<file path="src/logic/collision_defines.svh">
`ifndef COLLISION_DEFINES_SVH
`define COLLISION_DEFINES_SVH

// Input formats
// Position is Q7.25, so 1.0 equals 2^25
`define POS_W         32
// Basis components are Q2.14, so 1.0 equals 2^14
`define BASIS_W       16
`define SIZE_W        8

// Half of a width or height
`define HALF_W        7

// Corner coordinates after the position has been scaled down
`define CORNER_W      23

// Full dot product of a 23-bit offset with a 16-bit basis component
`define PROD_W        39

// Projection result, same scale as a position
`define PROJ_W        32

// Shift that brings a position into corner units
`define POS_SHIFT     11

// Shift that brings a dot product into projection units
`define PROJ_SHIFT    3

// Shift that brings a half extent into projection units
`define EXTENT_SHIFT  25

`endif

</file>
<file path="src/logic/rect_geom_pkg.sv">
`include "collision_defines.svh"

package rect_geom_pkg;

    typedef logic signed [`SIZE_W-1:0]   size_t;
    typedef logic signed [`HALF_W-1:0]   half_t;
    typedef logic signed [`POS_W-1:0]    pos_t;
    typedef logic signed [`BASIS_W-1:0]  basis_t;
    typedef logic signed [`CORNER_W-1:0] coord_t;

    // One rectangle as it arrives on the input stream
    typedef struct packed {
        size_t  width;
        size_t  height;
        pos_t   pos_x;
        pos_t   pos_y;
        basis_t u_x;
        basis_t u_y;
        basis_t v_x;
        basis_t v_y;
    } rect_t;

    typedef struct packed {
        coord_t x;
        coord_t y;
    } corner_t;

    // Corners in order (-u,-v), (-u,+v), (+u,-v), (+u,+v), plus what later stages reuse
    typedef struct packed {
        corner_t [3:0] pt;
        coord_t        cx;
        coord_t        cy;
        basis_t        u_x;
        basis_t        u_y;
        basis_t        v_x;
        basis_t        v_y;
        half_t         half_w;
        half_t         half_h;
    } rect_corners_t;

endpackage

</file>
<file path="src/logic/corner_gen.sv">
`timescale 1ns/1ps
`include "collision_defines.svh"

module corner_gen import rect_geom_pkg::*; (
    input  rect_t         rect,
    output rect_corners_t corners
);

    half_t  half_w;
    half_t  half_h;
    coord_t cx;
    coord_t cy;

    // Half extent scaled along each basis vector
    coord_t hu_x;
    coord_t hu_y;
    coord_t hv_x;
    coord_t hv_y;

    assign half_w = half_t'(rect.width >> 1);
    assign half_h = half_t'(rect.height >> 1);

    // Centre in corner units
    assign cx = coord_t'(rect.pos_x >>> `POS_SHIFT);
    assign cy = coord_t'(rect.pos_y >>> `POS_SHIFT);

    assign hu_x = coord_t'(half_w) * coord_t'(rect.u_x);
    assign hu_y = coord_t'(half_w) * coord_t'(rect.u_y);
    assign hv_x = coord_t'(half_h) * coord_t'(rect.v_x);
    assign hv_y = coord_t'(half_h) * coord_t'(rect.v_y);

    always_comb begin
        // Index bit 1 picks the sign along u, bit 0 the sign along v
        for (int i = 0; i < 4; i++) begin
            corners.pt[i].x = cx + (i[1] ? hu_x : -hu_x) + (i[0] ? hv_x : -hv_x);
            corners.pt[i].y = cy + (i[1] ? hu_y : -hu_y) + (i[0] ? hv_y : -hv_y);
        end
        corners.cx     = cx;
        corners.cy     = cy;
        corners.u_x    = rect.u_x;
        corners.u_y    = rect.u_y;
        corners.v_x    = rect.v_x;
        corners.v_y    = rect.v_y;
        corners.half_w = half_w;
        corners.half_h = half_h;
    end

endmodule

</file>
<file path="config.mk">
export PLATFORM = sky130hd
export DESIGN_NAME = corner_gen
export DESIGN_NICKNAME = d
export VERILOG_FILES = /design/src/logic/rect_geom_pkg.sv /design/src/logic/corner_gen.sv
export VERILOG_INCLUDE_DIRS = /design/src /design/src/logic
export SDC_FILE = /design/constraint.sdc
export NUM_CORES = 2
export LEC_CHECK = 0
export BUFFER_PORTS_ARGS = -buffer_cell sky130_fd_sc_hd__buf_2
export CAP_MARGIN = 30
export CORE_MARGIN = 5
export CORE_UTILIZATION = 45
export DETAILED_ROUTE_END_ITERATION = 7
export GPL_ROUTABILITY_DRIVEN = 1
export PLACE_DENSITY = 0.66
export SLEW_MARGIN = 0
export SYNTH_ARGS = -nofsm -noshare
export SYNTH_HDL_FRONTEND = slang
export SYNTH_SLANG_ARGS = --single-unit
</file>
<file path="constraint.sdc">
create_clock -name vclk -period 10.41
set_clock_uncertainty 0.05 [all_clocks]
set_input_delay 1.5615 -clock vclk [all_inputs]
set_output_delay 1.5615 -clock vclk [all_outputs]
set_load 0.1 [all_outputs]
</file>
Word level (Yosys, flattened, before mapping). Index checks and enable logic that the tools add are counted.

Input port bits: 144. Bits in registers: 0. Output and inout port bits: 308. Word-level logic and storage cells: 20.

$mul: 4. $add $sub $neg: 16.

Operators with widths (count): $add A23 B23 Y23 (8); $add A21 B23 Y23 (4); $mul A7 B16 Y23 (4); $neg A23 Y23 (4).

Longest topological paths before layout.
Word-level depth: 4. Depth in mapped cells: 37. Gate-level depth less buffers: 36.

Worst setup path after synthesis. OpenSTA, ideal clock, no wires.

Path kind: input to output. Start: in rect[143] in the netlist's numbering. End: out corners[146] in the netlist's numbering. Buffers on the path: 2. Stages: 30. Setup slack: -1.023 ns. Data required time: 8.799 ns. Data arrival time: 9.821 ns. Path through: inv_1 > clkbuf_1 > nor2_1 > fa_1 > fa_1 > fa_1 > inv_1 > fa_1 > inv_1 > ha_1 > o21a_1 > o2111ai_1 > o22ai_1 > o41a_1 > a21o_1 > a21o_1 > xor2_1 > ha_1 > clkbuf_1 > or3_1 > o211ai_1 > xnor2_1 > ha_1 > inv_1 > o22a_1 > o31ai_1 > o41ai_1 > o21ai_0 > xnor2_1 > xnor2_1.

RTL lines: start, declared (RTL line corner_gen.sv:5) `input rect_t rect,`; end, declared (RTL line corner_gen.sv:6) `output rect_corners_t corners`.

==> flow_summary.toml <==
[synthesis]
synth_compound_area_share_pct = 15.4
yosysTopAreaCell = "fa_1"
synth_area_leaders = "fa_1 24%, ha_1 20%, xnor2_1 8.1%, inv_1 7.4%, and2_1 6.3%"
synth_seq_area_share_pct = 0
ys.warnings.count = 0
synth.top_cell.area_share_pct = 23.9
avgSynthCellArea_um2 = 7.92
netlist_instances = 3689
synthAdderAreaFrac_pct = 43.6
synth_xor_area_share_pct = 11.0
syn-num-nets = 4641
synthSimpleGateAreaFrac_pct = 18.4
muxShareOfSynthArea_pct = 0.0771
synth_cell_type_count = 73
netlist_area_mm2 = 0.0292
synth_top_family_by_area = "adder cells"

[floorplan]
die_y_um = 265
io_pins = 452
dieArea_mm2 = 0.0701
floorplan.rows = 93
initial_core_util_pct = 45.4
core_area_mm2 = 0.0643
fp.dieW_um = 265

[timing]
slew_viol_final = 0
max_freq_ghz = 0.0957
hold_viol_final = 0
rsz0062_at_grt = "true"
setup_violations = 1
min_period_over_period_pct = 100
finalCriticalPeriod_ps = 10440
max-slew-margin-rel_pct = 44.8
setup_slack_ps = -34.4
worst_pin_slew_ps = 822

[finish]
fin_cells = 5302
seqCellArea_um2 = 0
design_area_mm2 = 0.0390
mostFrequentLayoutCell = "inv_1"
synthToLayoutAreaGrowth_pct = 33.4
final_nets = 5398
drive_above_1_share_pct = 29.8
design.seq.count = 0
clock_buffers = 0
final_cell_mix = "564 x inv_1, 501 x buf_4, 416 x ha_1"

[worst_setup_path]
crit_path_max_incr_delay_ps = 550
cp-end-kind = "output port"
crit_path_max_fanout = 2
start_kind = "input port"
critPathKind = "input port to output port"
critPathLaunch = "rect[32]"
crit_top_cell = "fa_1"
path_buf_inv = 7
arrival_ps = 8830
crit_family = "adder cells"
cpMaxStageDelayCell = "or4_4"
cp.required_ps = 8800
crit_cells = 33

[min_path]
min_path_cells = 2
whs_endpoint = "corners[51]"
hold_path_class = "input port to output port"
hold_start = "rect[37]"

[routing]
num_vias = 27487
ant_nets = 0
drt-vias-per-instance = 5.18
firstDrtPassIters = 5
drc = 0
drt_iter0_markers = 1126
routedWlPerCell_um = 16.7
wirelength_mm = 88.7

[clock_tree]
holdBufCountCts = 0

[grt]
grt_antenna_before_repair = 3
overflow = 0
grt_max_degree = 23
first_global_vias = 27706
grt_first_pass_wirelength_mm = 139
track_usage_pct = 23.6

[placement]
place_area_mm2 = 0.0364
place_inst = 5240
io_buffers = 428
place.gp.congestion = 0.953
place_hpwl_mm = 76.4

[run_status]
violations = "negative setup slack"
status = "complete, but fails checks"

[job]
cap_violations = 0
area by class of cell:
cell class	instances	area [um^2]
well taps	855	1070
inverters	579	2180
fillers	5614	25400
repair buffers	944	7450
multi-input cells	2921	28300
diodes	3	7.51
what timing repair did:
action                     in CTS  in global routing
setup endpoints to repair      28                 48
buffers inserted                4                 56
pin swaps                      31                203
gates cloned                    0                  1
resized for setup              67                373
through the flow:
step	TNS [ps]	setup slack [ps]	util [%]	hold WS, ps
final	-34.4	-34.4	60.5	3460
after global routing	-2650	-371	60.5	3460
after CTS	-28.4	-25.3	57.0	3480
after detailed placement	-3500	-347	56.5	3470
after global placement	-2420	-257	56.5	3480
after floorplan	-1170	-506	-	3280
synth_stat cells, types with 78 or more instances:
| cell | instances |
|---|---|
| a21o_1 | 90 |
| a21oi_1 | 222 |
| and2_1 | 294 |
| buf_4 | 128 |
| fa_1 | 348 |
| ha_1 | 460 |
| inv_1 | 578 |
| nand2_1 | 203 |
| nand2b_1 | 78 |
| nor2_1 | 226 |
| o21ai_0 | 137 |
| xnor2_1 | 270 |
| xor2_1 | 95 |
routing by layer:
metal	up-vias	track usage, %	wire [um]
li1	13417	-	-
met4	0	7.55	3610
met1	13356	29.9	37100
met2	587	42.9	44500
met3	127	1.90	3560
met5	-	0	0
cells by family after synthesis:
kind of cell,count (synthesis)
simple gates,1039
fa+ha+maj,808
compound gates,706
mux,2
xor+xnor,366
buf+inv,768
worst max path at each step:
| stage | end | slack, ps |
|---|---|---|
| after floorplan | corners[212] | -510 |
| after global placement | corners[145] | -260 |
| after detailed placement | corners[261] | -350 |
| after CTS | corners[145] | -30 |
| after global routing | corners[145] | -370 |
| final | corners[145] | -30 |
